--- config.mk ---
export PLATFORM = sky130hd
export DESIGN_NAME = branch_unit_top
export DESIGN_NICKNAME = d
export VERILOG_FILES = /design/src/rv_isa_pkg.sv /design/src/bu_state_pkg.sv /design/src/branch_unit_top.sv /design/src/branch_commit.sv /design/src/branch_resolve.sv /design/src/bu_operand_stage.sv
export SDC_FILE = /design/constraint.sdc
export NUM_CORES = 1
export LEC_CHECK = 0
export ABC_AREA = 1
export BUFFER_PORTS_ARGS = -buffer_cell sky130_fd_sc_hd__buf_4
export CAP_MARGIN = 30
export CORE_AREA = 2 2 191 193
export CTS_CLUSTER_DIAMETER = 100
export DETAILED_ROUTE_END_ITERATION = 6
export DIE_AREA = 0 0 193 195
export RECOVER_POWER = 100
export SYNTH_ARGS = -nofsm -noshare
export SYNTH_HDL_FRONTEND = slang
export SYNTH_SLANG_ARGS = --single-unit
export TNS_END_PERCENT = 1
--- constraint.sdc ---
create_clock -name clk_i -period 3.4 [get_ports clk_i]
set_input_delay 0.51 -clock clk_i [delete_from_list [all_inputs] [get_ports clk_i]]
set_output_delay 0.51 -clock clk_i [all_outputs]
set_load 0.005 [all_outputs]
--- src/rv_isa_pkg.sv ---
////////////////////////////////////////////////////////////
// RISC-V control-transfer opcodes and funct3 codes
// Instruction word views and immediate decode functions
////////////////////////////////////////////////////////////

`default_nettype none

package rv_isa_pkg;

  ////////////////////////////////////////////////////////////
  // Major opcodes, bits 6:0 of the instruction word
  ////////////////////////////////////////////////////////////
  localparam logic [6:0] OPC_JAL     = 7'b1101111;
  localparam logic [6:0] OPC_JALR    = 7'b1100111;
  localparam logic [6:0] OPC_BRANCH  = 7'b1100011;
  localparam logic [6:0] OPC_MISCMEM = 7'b0001111;

  // Conditional branch funct3 codes
  // 010 and 011 are reserved
  localparam logic [2:0] F3_BEQ  = 3'b000;
  localparam logic [2:0] F3_BNE  = 3'b001;
  localparam logic [2:0] F3_BLT  = 3'b100;
  localparam logic [2:0] F3_BGE  = 3'b101;
  localparam logic [2:0] F3_BLTU = 3'b110;
  localparam logic [2:0] F3_BGEU = 3'b111;

  // FENCE.I with all other fields zero
  localparam logic [31:0] FENCE_I_WORD = 32'h0000_100f;

  ////////////////////////////////////////////////////////////
  // Instruction word layouts
  ////////////////////////////////////////////////////////////

  // B-type, immediate bits scattered around rs1/rs2
  typedef struct packed {
    logic       imm_12;
    logic [5:0] imm_10_5;
    logic [4:0] rs2;
    logic [4:0] rs1;
    logic [2:0] funct3;
    logic [3:0] imm_4_1;
    logic       imm_11;
    logic [6:0] opcode;
  } btype_t;

  // J-type, 20-bit immediate in the upper part
  typedef struct packed {
    logic       imm_20;
    logic [9:0] imm_10_1;
    logic       imm_11;
    logic [7:0] imm_19_12;
    logic [4:0] rd;
    logic [6:0] opcode;
  } jtype_t;

  // One word, read either way; opcode sits in the same bits
  typedef union packed {
    btype_t btype;
    jtype_t jtype;
  } insn_word_t;

  // Branch offset, bit 0 always zero
  function automatic logic [12:0] imm_b(input insn_word_t w);
    return {w.btype.imm_12, w.btype.imm_11, w.btype.imm_10_5,
            w.btype.imm_4_1, 1'b0};
  endfunction

  // Jump offset, bit 0 always zero
  function automatic logic [20:0] imm_j(input insn_word_t w);
    return {w.jtype.imm_20, w.jtype.imm_19_12, w.jtype.imm_11,
            w.jtype.imm_10_1, 1'b0};
  endfunction

endpackage

`default_nettype wire
--- src/bu_state_pkg.sv ---
////////////////////////////////////////////////////////////
// Pipeline state records: exception flags, issue slot and
// branch resolution result
////////////////////////////////////////////////////////////

`default_nettype none

package bu_state_pkg;

  // Exception record carried along the pipe
  // any is the OR of the individual causes
  typedef struct packed {
    logic illegal;
    logic misaligned;
    logic any;
  } exc_t;

  ////////////////////////////////////////////////////////////
  // Decode-stage item handed to the branch unit
  ////////////////////////////////////////////////////////////
  typedef struct packed {
    // No instruction in this slot
    logic                   bubble;
    rv_isa_pkg::insn_word_t insn;
    logic [31:0]            pc;
    // Register operands as read in decode
    logic [31:0]            op_a;
    logic [31:0]            op_b;
    // Static prediction, bit 1 means taken
    logic [1:0]             predict;
    exc_t                   exc;
  } issue_slot_t;

  ////////////////////////////////////////////////////////////
  // Outcome of one resolved slot
  ////////////////////////////////////////////////////////////
  typedef struct packed {
    logic        taken;
    // Conditional branches only, feeds the predictor
    logic        update;
    logic        pipeflush;
    logic        cacheflush;
    logic [31:0] nxt_pc;
    // Prediction passed through for predictor training
    logic [1:0]  predict;
    exc_t        exc;
  } branch_res_t;

endpackage

`default_nettype wire

--- src/branch_unit_top.sv ---
////////////////////////////////////////////////////////////
// Branch unit top: operand register, resolver, commit
////////////////////////////////////////////////////////////

`timescale 1ns/1ps
`default_nettype none

module branch_unit_top #(
  parameter logic [31:0] PC_INIT        = 32'h200,
  parameter int unsigned BP_GLOBAL_BITS = 2,
  parameter bit          HAS_RVC        = 1'b0
) (
  input  wire logic                      clk_i,
  input  wire logic                      rst_ni,
  input  wire logic                      ex_stall_i,
  input  wire logic                      st_flush_i,
  // OR of execute, memory and writeback exception flags
  input  wire logic                      later_exc_any_i,
  input  wire bu_state_pkg::issue_slot_t slot_i,
  output logic [31:0]                    nxt_pc_o,
  output logic                           flush_o,
  output logic                           cacheflush_o,
  output logic                           bp_taken_o,
  output logic                           bp_update_o,
  output logic [1:0]                     bp_predict_o,
  output logic [BP_GLOBAL_BITS-1:0]      bp_history_o,
  output bu_state_pkg::exc_t             exc_o
);

  bu_state_pkg::issue_slot_t slot_q;
  bu_state_pkg::branch_res_t res;

  // Input side, bubbled by its own registered flush
  bu_operand_stage u_operand (
    .clk_i      (clk_i),
    .rst_ni     (rst_ni),
    .ex_stall_i (ex_stall_i),
    .st_flush_i (st_flush_i),
    .flush_i    (flush_o),
    .slot_i     (slot_i),
    .slot_o     (slot_q)
  );

  // Zero-latency decision
  branch_resolve #(
    .HAS_RVC (HAS_RVC)
  ) u_resolve (
    .slot_i (slot_q),
    .res_o  (res)
  );

  // Output side, one edge after the operand register
  branch_commit #(
    .PC_INIT        (PC_INIT),
    .BP_GLOBAL_BITS (BP_GLOBAL_BITS)
  ) u_commit (
    .clk_i           (clk_i),
    .rst_ni          (rst_ni),
    .ex_stall_i      (ex_stall_i),
    .st_flush_i      (st_flush_i),
    .later_exc_any_i (later_exc_any_i),
    .res_i           (res),
    .nxt_pc_o        (nxt_pc_o),
    .flush_o         (flush_o),
    .cacheflush_o    (cacheflush_o),
    .bp_taken_o      (bp_taken_o),
    .bp_update_o     (bp_update_o),
    .bp_predict_o    (bp_predict_o),
    .bp_history_o    (bp_history_o),
    .exc_o           (exc_o)
  );

endmodule

`default_nettype wire

--- src/branch_commit.sv ---
////////////////////////////////////////////////////////////
// Output registers: next pc, flush pulses, predictor
// feedback, global history and exception record
////////////////////////////////////////////////////////////

`timescale 1ns/1ps
`default_nettype none

module branch_commit #(
  parameter logic [31:0] PC_INIT        = 32'h200,
  parameter int unsigned BP_GLOBAL_BITS = 2
) (
  input  wire logic                      clk_i,
  input  wire logic                      rst_ni,
  input  wire logic                      ex_stall_i,
  input  wire logic                      st_flush_i,
  input  wire logic                      later_exc_any_i,
  input  wire bu_state_pkg::branch_res_t res_i,
  output logic [31:0]                    nxt_pc_o,
  output logic                           flush_o,
  output logic                           cacheflush_o,
  output logic                           bp_taken_o,
  output logic                           bp_update_o,
  output logic [1:0]                     bp_predict_o,
  output logic [BP_GLOBAL_BITS-1:0]      bp_history_o,
  output bu_state_pkg::exc_t             exc_o
);

  // One extra bit so the newest outcome can be left out
  logic [BP_GLOBAL_BITS:0] hist_q;
  logic                    exc_kill;

  ////////////////////////////////////////////////////////////
  // Pulses and predictor feedback
  ////////////////////////////////////////////////////////////

  always_ff @(posedge clk_i or negedge rst_ni) begin
    if (!rst_ni) begin
      // Startup flush so fetch begins at PC_INIT
      flush_o      <= 1'b1;
      cacheflush_o <= 1'b0;
      bp_taken_o   <= 1'b0;
      bp_update_o  <= 1'b0;
      bp_predict_o <= 2'b00;
    end else if (ex_stall_i) begin
      // Result already reported, keep pulses single
      flush_o      <= 1'b0;
      cacheflush_o <= 1'b0;
      bp_update_o  <= 1'b0;
    end else begin
      flush_o      <= res_i.pipeflush;
      cacheflush_o <= res_i.cacheflush;
      bp_taken_o   <= res_i.taken;
      bp_update_o  <= res_i.update;
      bp_predict_o <= res_i.predict;
    end
  end

  // Next pc and history freeze under stall
  always_ff @(posedge clk_i or negedge rst_ni) begin
    if (!rst_ni) begin
      nxt_pc_o <= PC_INIT;
      hist_q   <= '0;
    end else if (!ex_stall_i) begin
      nxt_pc_o <= res_i.nxt_pc;
      // Shift in the outcome of each conditional branch
      if (res_i.update) begin
        hist_q <= {hist_q[BP_GLOBAL_BITS-1:0], res_i.taken};
      end
    end
  end

  // Older outcomes only
  assign bp_history_o = hist_q[BP_GLOBAL_BITS:1];

  ////////////////////////////////////////////////////////////
  // Exception record
  ////////////////////////////////////////////////////////////

  // Own flush, outside flush or an older faulting instruction
  assign exc_kill = flush_o | st_flush_i | later_exc_any_i;

  always_ff @(posedge clk_i or negedge rst_ni) begin
    if (!rst_ni) begin
      exc_o <= '0;
    end else if (!ex_stall_i) begin
      if (exc_kill) begin
        exc_o <= '0;
      end else begin
        exc_o <= res_i.exc;
      end
    end
  end

  // Predictor must not train twice on a held result
  a_no_update_after_stall: assert property (
    @(posedge clk_i) disable iff (!rst_ni)
    ex_stall_i |=> !bp_update_o
  ) else $error("predictor update after a stalled edge");

endmodule

`default_nettype wire

--- src/branch_resolve.sv ---
////////////////////////////////////////////////////////////
// Branch decision, target arithmetic, alignment check and
// flush decision for one issue slot
////////////////////////////////////////////////////////////

`timescale 1ns/1ps
`default_nettype none

module branch_resolve #(
  parameter bit HAS_RVC = 1'b0
) (
  input  wire bu_state_pkg::issue_slot_t slot_i,
  output bu_state_pkg::branch_res_t      res_o
);

  rv_isa_pkg::insn_word_t insn;
  logic [6:0]             opcode;
  logic [12:0]            imm_b_w;
  logic [20:0]            imm_j_w;
  logic [31:0]            ext_b;
  logic [31:0]            ext_j;
  logic [31:0]            fall_step;
  logic [31:0]            pc_fall;
  logic                   eq;
  logic                   lt_u;
  logic                   lt_s;
  logic                   br_cond;
  logic                   br_valid;
  logic                   taken;
  logic                   update;
  logic                   pipeflush;
  logic                   cacheflush;
  logic                   check_align;
  logic                   target_bad;
  logic                   misaligned;
  logic [31:0]            nxt_pc;

  ////////////////////////////////////////////////////////////
  // Decode
  ////////////////////////////////////////////////////////////

  assign insn   = slot_i.insn;
  // Opcode field is shared by both views
  assign opcode = insn.btype.opcode;

  // Immediates sign extended to 32 bits
  assign imm_b_w = rv_isa_pkg::imm_b(insn);
  assign imm_j_w = rv_isa_pkg::imm_j(insn);
  assign ext_b   = {{19{imm_b_w[12]}}, imm_b_w};
  assign ext_j   = {{11{imm_j_w[20]}}, imm_j_w};

  // 16-bit encodings have bits 1:0 other than 11
  assign fall_step = (HAS_RVC && (opcode[1:0] != 2'b11)) ? 32'd2 : 32'd4;
  assign pc_fall   = slot_i.pc + fall_step;

  ////////////////////////////////////////////////////////////
  // Comparator
  ////////////////////////////////////////////////////////////

  assign eq   = (slot_i.op_a == slot_i.op_b);
  assign lt_u = (slot_i.op_a < slot_i.op_b);
  assign lt_s = ($signed(slot_i.op_a) < $signed(slot_i.op_b));

  // Condition by funct3 with reserved codes taken as no branch
  always_comb begin
    br_valid = 1'b1;
    case (insn.btype.funct3)
      rv_isa_pkg::F3_BEQ:  br_cond = eq;
      rv_isa_pkg::F3_BNE:  br_cond = ~eq;
      rv_isa_pkg::F3_BLT:  br_cond = lt_s;
      rv_isa_pkg::F3_BGE:  br_cond = ~lt_s;
      rv_isa_pkg::F3_BLTU: br_cond = lt_u;
      rv_isa_pkg::F3_BGEU: br_cond = ~lt_u;
      default: begin
        br_cond  = 1'b0;
        br_valid = 1'b0;
      end
    endcase
  end

  ////////////////////////////////////////////////////////////
  // Outcome per instruction
  ////////////////////////////////////////////////////////////

  always_comb begin
    // Default is plain fall-through without side effects
    taken       = 1'b0;
    update      = 1'b0;
    pipeflush   = 1'b0;
    cacheflush  = 1'b0;
    check_align = 1'b0;
    nxt_pc      = pc_fall;
    if (!slot_i.bubble) begin
      case (opcode)
        rv_isa_pkg::OPC_JAL: begin
          // Predicted jumps were already redirected by fetch
          taken       = 1'b1;
          pipeflush   = ~slot_i.predict[1];
          check_align = 1'b1;
          nxt_pc      = slot_i.pc + ext_j;
        end
        rv_isa_pkg::OPC_JALR: begin
          // Register target is never predicted
          taken       = 1'b1;
          pipeflush   = 1'b1;
          check_align = 1'b1;
          nxt_pc      = (slot_i.op_a + slot_i.op_b) & ~32'd1;
        end
        rv_isa_pkg::OPC_BRANCH: begin
          if (br_valid) begin
            taken       = br_cond;
            update      = 1'b1;
            // Mispredict in either direction
            pipeflush   = br_cond ^ slot_i.predict[1];
            check_align = 1'b1;
            nxt_pc      = br_cond ? slot_i.pc + ext_b : pc_fall;
          end
        end
        rv_isa_pkg::OPC_MISCMEM: begin
          // Only FENCE.I acts and other fences fall through
          if (insn == rv_isa_pkg::FENCE_I_WORD) begin
            pipeflush  = 1'b1;
            cacheflush = 1'b1;
            nxt_pc     = slot_i.pc + 32'd4;
          end
        end
        default: begin
          // Not a control transfer
          nxt_pc = pc_fall;
        end
      endcase
    end
  end

  ////////////////////////////////////////////////////////////
  // Misalignment and result
  ////////////////////////////////////////////////////////////

  // Half-word targets are legal only with compressed support
  assign target_bad = HAS_RVC ? nxt_pc[0] : |nxt_pc[1:0];
  assign misaligned = slot_i.exc.misaligned | (check_align & target_bad);

  always_comb begin
    res_o                = '0;
    res_o.taken          = taken;
    res_o.update         = update;
    res_o.pipeflush      = pipeflush;
    res_o.cacheflush     = cacheflush;
    res_o.nxt_pc         = nxt_pc;
    res_o.predict        = slot_i.predict;
    res_o.exc.illegal    = slot_i.exc.illegal;
    res_o.exc.misaligned = misaligned;
    // Summary flag rebuilt from the causes in this result
    res_o.exc.any        = slot_i.exc.illegal | misaligned;
  end

  // Refetch after a cache flush needs the pipe emptied too
  always_comb begin
    a_cacheflush_pipeflush: assert (!res_o.cacheflush || res_o.pipeflush)
      else $error("cache flush without pipeline flush");
  end

endmodule

`default_nettype wire

--- src/bu_operand_stage.sv ---
////////////////////////////////////////////////////////////
// Input register of the branch unit holding the decode slot
////////////////////////////////////////////////////////////

`timescale 1ns/1ps
`default_nettype none

module bu_operand_stage (
  input  wire logic                      clk_i,
  input  wire logic                      rst_ni,
  input  wire logic                      ex_stall_i,
  // External flush from a later stage
  input  wire logic                      st_flush_i,
  // Registered flush of this unit fed back
  input  wire logic                      flush_i,
  input  wire bu_state_pkg::issue_slot_t slot_i,
  output bu_state_pkg::issue_slot_t      slot_o
);

  ////////////////////////////////////////////////////////////
  // Slot register
  ////////////////////////////////////////////////////////////

  bu_state_pkg::issue_slot_t slot_q;
  logic                      kill;

  // Either flush turns the captured item into a bubble
  assign kill = st_flush_i | flush_i;

  always_ff @(posedge clk_i or negedge rst_ni) begin
    if (!rst_ni) begin
      // Start out empty
      slot_q        <= '0;
      slot_q.bubble <= 1'b1;
    end else if (!ex_stall_i) begin
      if (kill) begin
        // Clean bubble so no stale exception or pc travels on
        slot_q        <= '0;
        slot_q.bubble <= 1'b1;
      end else begin
        slot_q <= slot_i;
      end
    end
    // Stall keeps the current slot for the resolver
  end

  assign slot_o = slot_q;

  ////////////////////////////////////////////////////////////
  // Checks
  ////////////////////////////////////////////////////////////

  // Execute stall must freeze the whole slot including flushes
  a_hold_on_stall: assert property (
    @(posedge clk_i) disable iff (!rst_ni)
    ex_stall_i |=> $stable(slot_o)
  ) else $error("operand slot changed during a stall");

endmodule

`default_nettype wire

==> results of run 1 <==
-- power groups by stage --
stage | Combinational [mW] | Clock (mW) | Sequential (mW)
after global placement | 1.85 | 0 | 2.48
after global routing | 2.09 | 2.07 | 2.47
final | 1.87 | 1.96 | 2.45
after CTS | 1.88 | 2.00 | 2.45
after floorplan | 1.15 | 0 | 2.43
after detailed placement | 1.87 | 0 | 2.49
-- cells by family (layout without fill, tap and decap cells) --
logic type | after synthesis | in the layout | share of synthesized area
fa+ha+maj | 110 | 110 | 0.09943
compound gates | 440 | 440 | 0.1701
simple gates | 962 | 962 | 0.3019
flops | 177 | 177 | 0.3151
xor+xnor | 51 | 51 | 0.03175
buf+inv | 292 | 481 | 0.08164
-- path summary, 6_finish.rpt --
path                                       from                    end  slack (ns)  cells after the start
max                        u_operand.slot_o[71]  u_commit.nxt_pc_o[22]        0.15                     14
min                                 slot_i[100]  u_operand.slot_o[100]        0.25                      3
max reg2reg                u_operand.slot_o[71]  u_commit.nxt_pc_o[22]        0.15                     14
min reg2reg                u_commit.nxt_pc_o[9]   u_commit.nxt_pc_o[9]        0.47                      2
max in group asynchronous                rst_ni  u_commit.nxt_pc_o[28]        0.73                      3
min in group asynchronous                rst_ni  u_operand.slot_o[124]        0.81                      2
-- Yosys cell counts, types with 4 or more instances --
| cell | instances |
|---|---|
| a21oi_1 | 179 |
| nand2_1 | 455 |
| a211oi_1 | 6 |
| nor2_1 | 157 |
| buf_2 | 10 |
| or2_2 | 15 |
| ha_1 | 107 |
| inv_1 | 213 |
| xnor2_1 | 14 |
| a31oi_1 | 10 |
| a21o_1 | 9 |
| nand2_2 | 4 |
| buf_1 | 7 |
| xor2_1 | 37 |
| nor3_1 | 27 |
| o21ai_0 | 178 |
| o21ai_1 | 15 |
| o21bai_1 | 10 |
| nand4_1 | 34 |
| nand3_1 | 230 |
| nor4_1 | 20 |
| dfrtp_1 | 174 |
| o211ai_1 | 8 |
| clkbuf_1 | 51 |
| o21a_1 | 4 |
-- registers in the layout, indices dropped and copies added (netlist names) --
register,flops
u_commit.bp_taken_o,1
u_commit.exc_o,3
u_commit.hist_q,3
u_commit.nxt_pc_o,32
u_operand.slot_o,133
u_commit.bp_predict_o,2
u_commit.flush_o,1
u_commit.bp_update_o,1
u_commit.cacheflush_o,1
-- cell usage in the layout (no fill, tap or decap), drive strengths merged, types with 3 or more instances in the layout --
cell,instances
nand2,460
nand3,232
inv,221
o21ai,194
a21oi,180
buf,180
dfrtp,174
nor2,161
ha,107
clkbuf,71
xor2,37
nand4,34
nor3,30
nor4,21
or2,16
xnor2,14
a31oi,10
o21bai,10
a21o,9
o211ai,9
a211oi,6
clkinv,5
o21a,4
a21boi,3
nand3b,3
o2111ai,3
fa,3
clkinvlp,3
dfstp,3
-- final cells by class --
type | count | area [µm²] | share of cell area
flip-flops and latches | 177 | 4433 | 0.2660
clock inverters | 13 | 121.4 | 0.007282
repair buffers | 233 | 1818 | 0.1091
multi-input cells | 1563 | 8459 | 0.5075
clock buffers | 19 | 442.9 | 0.02657
well taps | 461 | 576.8 | 0.03461
inverters | 216 | 815.8 | 0.04895
-- metal layers --
layer	track usage	vias up	part of all wire
met5	0	-	0
met4	0.08137	0	0.026
met3	0.03559	59	0.051
met2	0.4390	425	0.45
met1	0.3927	6803	0.47
li1	-	7174	-
-- worst reg2reg max path: stages, from the launching register on --
cell and delay (ns):
dfrtp_1 0.62, ha_1 0.28, inv_1 0.08, nor3_1 0.20, nand2_1 0.15, nor2_1 0.22
nand2_1 0.14, nor3_1 0.22, nand3_1 0.18, nor2_1 0.16, nand3_1 0.11, nor2_1 0.19
nand2_1 0.08, a31oi_1 0.39, a21oi_1 0.12
-- stage by stage --
step	utilization	instance area, µm²
after floorplan	-	14070
after global placement	0.4569	16170
after detailed placement	0.4569	16170
after CTS	0.4731	16750
after global routing	0.4709	16670
final	0.4709	16670
-- repair_timing --
item                      4_1_cts  5_1_grt
hold buffers                    1        0
hold endpoints to repair       18        0
gates resized for setup         0        0
==> results by group, run 1 <==
Status
  • Outcome: finished, violations left
  • Failing checks: capacitance limit, slew limit

Worst setup path
  • CP max stage delay: 0.62 ns
  • CP required: 3.75 ns
  • CP startpoint kind: flop
  • Crit-path slowest cell: dfrtp_1
  • CP top delay family: simple AND/OR/NAND/NOR gates
  • Critical path arrival: 3.60 ns
  • CP Buf/Inv Count: 1
  • Worst-path fanout max: 9
  • Crit. End Element: flop
  • CP Cell Sequence: ha_1, inv_1, nor3_1, nand2_1, nor2_1, nand2_1, nor3_1, nand3_1, nor2_1, nand3_1, nor2_1, nand2_1, a31oi_1, a21oi_1
  • Type of the worst setup path: flop to flop

Detailed routing
  • DR pass1 iterations: 5
  • Initial DRC Count: 1077
  • Vias: 14460
  • Mean routed wirelength per cell: 19.03 µm
  • DRC violations left: 0
  • Routed Antenna Nets: 0
  • Drt total wl: 51.05 mm
  • DR vias/cell: 5.392

Timing
  • Setup_tns: 0 ns
  • Slew HR: -0.3096
  • Minimum clock period: 3.253 ns
  • Hold WS: 0.2530 ns
  • Crit share post-route: 0.9567
  • Final setup viols: 0
  • Clk_skew: 0.01357 ns
  • Slew Limit Fails: 97
  • RSZ-0062 raised after global routing: false
  • Final Hold Viols: 0
  • FMAX: 0.3074 GHz
  • Worst-margin pin slew: 1.957 ns
  • Setup ws final: 0.1473 ns

Clocking
  • Clock slew at reported path FFs: 0.08 ns
  • CTS Sinks: 177
  • CTS Buf Count: 17
  • Skew-Pair Late Insertion Delay: 0.47 ns
  • # Post-CTS Setup Buffers: 0
  • CTS tree: done
  • Clock Root Buffer: clkbuf_16
  • CTS H-tree lvls: 4
  • Max Root-Sink Buffers: 2

Synth
  • Syn_nets: 2281
  • Post-synth EDFFs: 0
  • Area leader, netlist: dfrtp_1
  • Mapped Avg Cell Area: 6.923 µm²
  • Seq cells post-synth: 177
  • Sequential area share after synthesis: 0.3151
  • Unique masters post-synth: 58
  • Dominant cells by area after synthesis: dfrtp_1 (31%), nand2_1 (12%), ha_1 (9.5%), nand3_1 (8.2%), a21oi_1 (6.4%)
  • FFs w/ async S/R, synth: 1.000
  • Yosys warnings: 0
  • Post-Synthesis Cells: 2032
  • Top_reg_cell synth: dfrtp_1
  • Top-area cell type share of the netlist area: 0.3095
  • Synth Cell Area: 0.01407 mm²

Placement
  • Dpl ws: 0.3910 ns
  • I/O Buffers: 180
  • # placed instances: 2649
  • HPWL after detailed placement: 40.74 mm
  • Routability cong.: 0.9567

Global route
  • Vias in the first global route: 14130
  • Initial antenna violation count: 0
  • Largest net degree at the start of global routing: 97
  • First-pass GRT wire length: 79.46 mm
  • Remaining Overflow, GRT: 0
  • GR Util All Layers: 0.2767

Floorplanning
  • IO Pins: 182
  • Die width: 193 µm
  • Core area: 0.03540 mm²
  • Chip Height: 195 µm
  • Starting density of the core: 0.3975
  • Num rows: 69
  • Total die area: 0.03764 mm²

Pwr
  • Leak: 8.277 nW
  • Worst VDD drop: 0.3883 mV
  • Power per cell area: 376.8 mW/mm²
  • Clock Power Share: 0.313
  • Sw frac: 0.3703
  • Reg power frac: 0.390
  • Pint: 3.955 mW
  • Power after layout: 6.280 mW
  • Sw Pwr: 2.325 mW
  • Combinational share of power: 0.297

Finish
  • Layout cell share with drive strength beyond 1: 0.1315
  • Non-Filler Instances: 2682
  • Area delta synth->final: 18.47%
  • FILL cells: 3718
  • N_diodes: 0
  • Nets: 2457

Run
  • Max-Cap Viols: 2

Worst hold path
  • Hold Path Class: input port to flop
No activity file was read; power rests on OpenSTA's default activity.
==> run 2, diff against run 1 <==
- PLACE_DENSITY: default -> 0.64
- clock period: 3.4 -> 3.2 ns (I/O delays scaled with it)
==> results by group, run 2 (synthesized netlist as in run 1, its figures left out) <==
Status
  • Outcome: finished, violations left (unchanged)
  • Failing checks: capacitance limit, slew limit (unchanged)

Finish
  • Nets: 2481 (was 2457)
  • Finished Core Util: 0.4760 (was 0.4709)
  • Fin area: 0.01685 mm² (was 0.01667 mm²)
  • N_diodes: 0 (unchanged)
  • Max reg flops: 133 (unchanged)
  • Non-Filler Instances: 2706 (was 2682)
  • Layout cell share with drive strength beyond 1: 0.1470 (was 0.1315)
  • Commonest non-fill, non-tap cell in the layout: nand2_1 (unchanged)
  • FILL cells: 3656 (was 3718)
  • Area delta synth->final: 19.75% (was 18.47%)
  • Most frequent cells in the layout: nand2_1 (455), nand3_1 (230), inv_1 (213), buf_4 (205), a21oi_1 (178) (was nand2_1 (457), nand3_1 (230), inv_1 (213), o21ai_0 (183), a21oi_1 (179))

Timing
  • Crit share post-route: 0.9337 (was 0.9567)
  • Slew Limit Fails: 298 (was 97)
  • Hold WS: 0.2249 ns (was 0.2530 ns)
  • Clk_skew: 0.01102 ns (was 0.01357 ns)
  • Final Hold Viols: 0 (unchanged)
  • Setup_tns: 0 ns (unchanged)
  • FMAX: 0.3347 GHz (was 0.3074 GHz)
  • RSZ-0062 raised after global routing: true (was false)
  • Minimum clock period: 2.988 ns (was 3.253 ns)
  • Final setup viols: 0 (unchanged)
  • Slew HR: -0.4643 (was -0.3096)
  • Worst-margin pin slew: 2.196 ns (was 1.957 ns)

Pwr
  • Leak: 8.402 nW (was 8.277 nW)
  • Worst VDD drop: 0.3861 mV (was 0.3883 mV)
  • Power per cell area: 398.1 mW/mm² (was 376.8 mW/mm²)

Global route
  • Vias in the first global route: 14460 (was 14130)
  • Largest net degree at the start of global routing: 134 (was 97)
  • M3 GR Usage: 0.03271 (was 0.03559)
  • Grt peak-use layer: met2 (unchanged)
  • GR Util All Layers: 0.2753 (was 0.2767)
  • Initial antenna violation count: 0 (unchanged)
  • Routing usage on met1: 0.3853 (was 0.3927)
  • First-pass GRT wire length: 79.61 mm (was 79.46 mm)
  • Remaining Overflow, GRT: 0 (unchanged)
  • Met2 Usage GRT: 0.4395 (was 0.4390)

Clocking
  • # Post-CTS Setup Buffers: 0 (unchanged)
  • Post-CTS Hold Fix Bufs: 0 (was 1)
  • Clock slew at reported path FFs: 0.08 ns (about the same)
  • CTS tree: done (unchanged)
  • Clock Root Buffer: clkbuf_16 (unchanged)
  • Post-cts resize count: 0 (unchanged)
  • Skew-Pair Late Insertion Delay: 0.47 ns (about the same)
  • CTS Buf Count: 17 (unchanged)
  • CTS Sinks: 177 (unchanged)
  • Max Root-Sink Buffers: 2 (unchanged)
  • CTS H-tree lvls: 4 (unchanged)

Placement
  • # placed instances: 2674 (was 2649)
  • I/O Buffers: 180 (unchanged)
  • Dpl cell area: 0.01635 mm² (was 0.01617 mm²)
  • Routability cong.: 0.9615 (was 0.9567)
  • HPWL after detailed placement: 40.02 mm (was 40.74 mm)

Detailed routing
  • DR pass1 iterations: 5 (unchanged)
  • Mean routed wirelength per cell: 18.74 µm (was 19.03 µm)
  • Routed Antenna Nets: 0 (unchanged)
  • Vias: 14570 (was 14460)
  • DRC violations left: 0 (unchanged)
  • Drt total wl: 50.71 mm (was 51.05 mm)
  • Initial DRC Count: 1173 (was 1077)
  • DR vias/cell: 5.385 (was 5.392)

Floorplanning
  • Starting density of the core: 0.3975 (unchanged)
  • Core area: 0.03540 mm² (unchanged)
  • Num rows: 69 (unchanged)
  • Chip Height: 195 µm (unchanged)
  • Total die area: 0.03764 mm² (unchanged)
  • Die width: 193 µm (unchanged)
  • IO Pins: 182 (unchanged)

Worst setup path
  • Critical path arrival: 3.34 ns (was 3.60 ns)
  • Type of the worst setup path: flop to flop (unchanged)
  • CP required: 3.56 ns (was 3.75 ns)
  • Worst-path fanout max: 6 (was 9)
  • CP startpoint kind: flop (unchanged)
  • Crit. End Element: flop (unchanged)

Worst hold path
  • Hold Path Class: input port to flop (unchanged)

Run
  • Max-Cap Viols: 4 (was 2)
[run 2: cell types whose count changed in the layout (fill, tap and decap cells not counted), sizes merged]
cell | previous run | this run
clkbuf | 71 | 65
clkinv | 5 | 4
clkinvlp | 3 | 1
dlygate4sd3 | 1 | 0
inv | 221 | 224
buf | 180 | 211
[run 2: cell type report]
| class | count | area (µm²) | area share |
|---|---|---|---|
| multi-input cells | 1563 | 8496 | 0.5043 |
| flip-flops and latches | 177 | 4434 | 0.2632 |
| repair buffers | 257 | 1954 | 0.1160 |
| inverters | 216 | 815.8 | 0.04842 |
| well taps | 461 | 576.8 | 0.03424 |
| clock buffers | 19 | 452.9 | 0.02688 |
| clock inverters | 13 | 117.6 | 0.006981 |
[run 2: worst paths after layout]
check	end	slack, ns	cells after the start	startpoint
worst max-delay path	u_commit.nxt_pc_o[14]	0.21	12	u_operand.slot_o[130]
worst min-delay path	u_operand.slot_o[55]	0.22	3	slot_i[55]
worst max register to register	u_commit.nxt_pc_o[14]	0.21	12	u_operand.slot_o[130]
worst min register to register	u_commit.nxt_pc_o[9]	0.47	2	u_commit.nxt_pc_o[9]
max in group asynchronous	u_operand.slot_o[58]	0.52	2	rst_ni
min in group asynchronous	u_commit.nxt_pc_o[5]	0.40	1	rst_ni
[run 2: metal layers]
metal / wire, µm / vias up
li1: - / 7231
met1: 23560 / 6907
met2: 23290 / 372
met3: 2510 / 61
met4: 1345 / 0
met5: 0 / -
[run 2: per-stage QoR]
stage	power (mW)	setup WS, ns
after floorplan	3.811	0.6848
after global placement	4.624	0.1283
after detailed placement	4.651	0.1352
after CTS	6.754	0.1119
after global routing	7.099	-0.004647
final	6.708	0.2120
[run 2: worst max-delay path, stage by stage (launching register included)]
cell and delay, ns:
dfrtp_1 0.43, ha_1 0.44, nand2_1 0.16, nor2_1 0.26, inv_1 0.12, o21ai_0 0.32, inv_1 0.08, o21bai_1 0.22
a21oi_1 0.10, a211oi_1 0.46, o21ai_1 0.14, nand2_1 0.10, nand2_1 0.05
[run 2: power by group]
part / switching, mW / internal [mW] / leakage, nW
sequential: 0.178 / 2.42 / 2.29
combinational: 1.25 / 0.770 / 5.83
clock: 1.03 / 1.06 / 0.282
total: 2.46 / 4.25 / 8.40
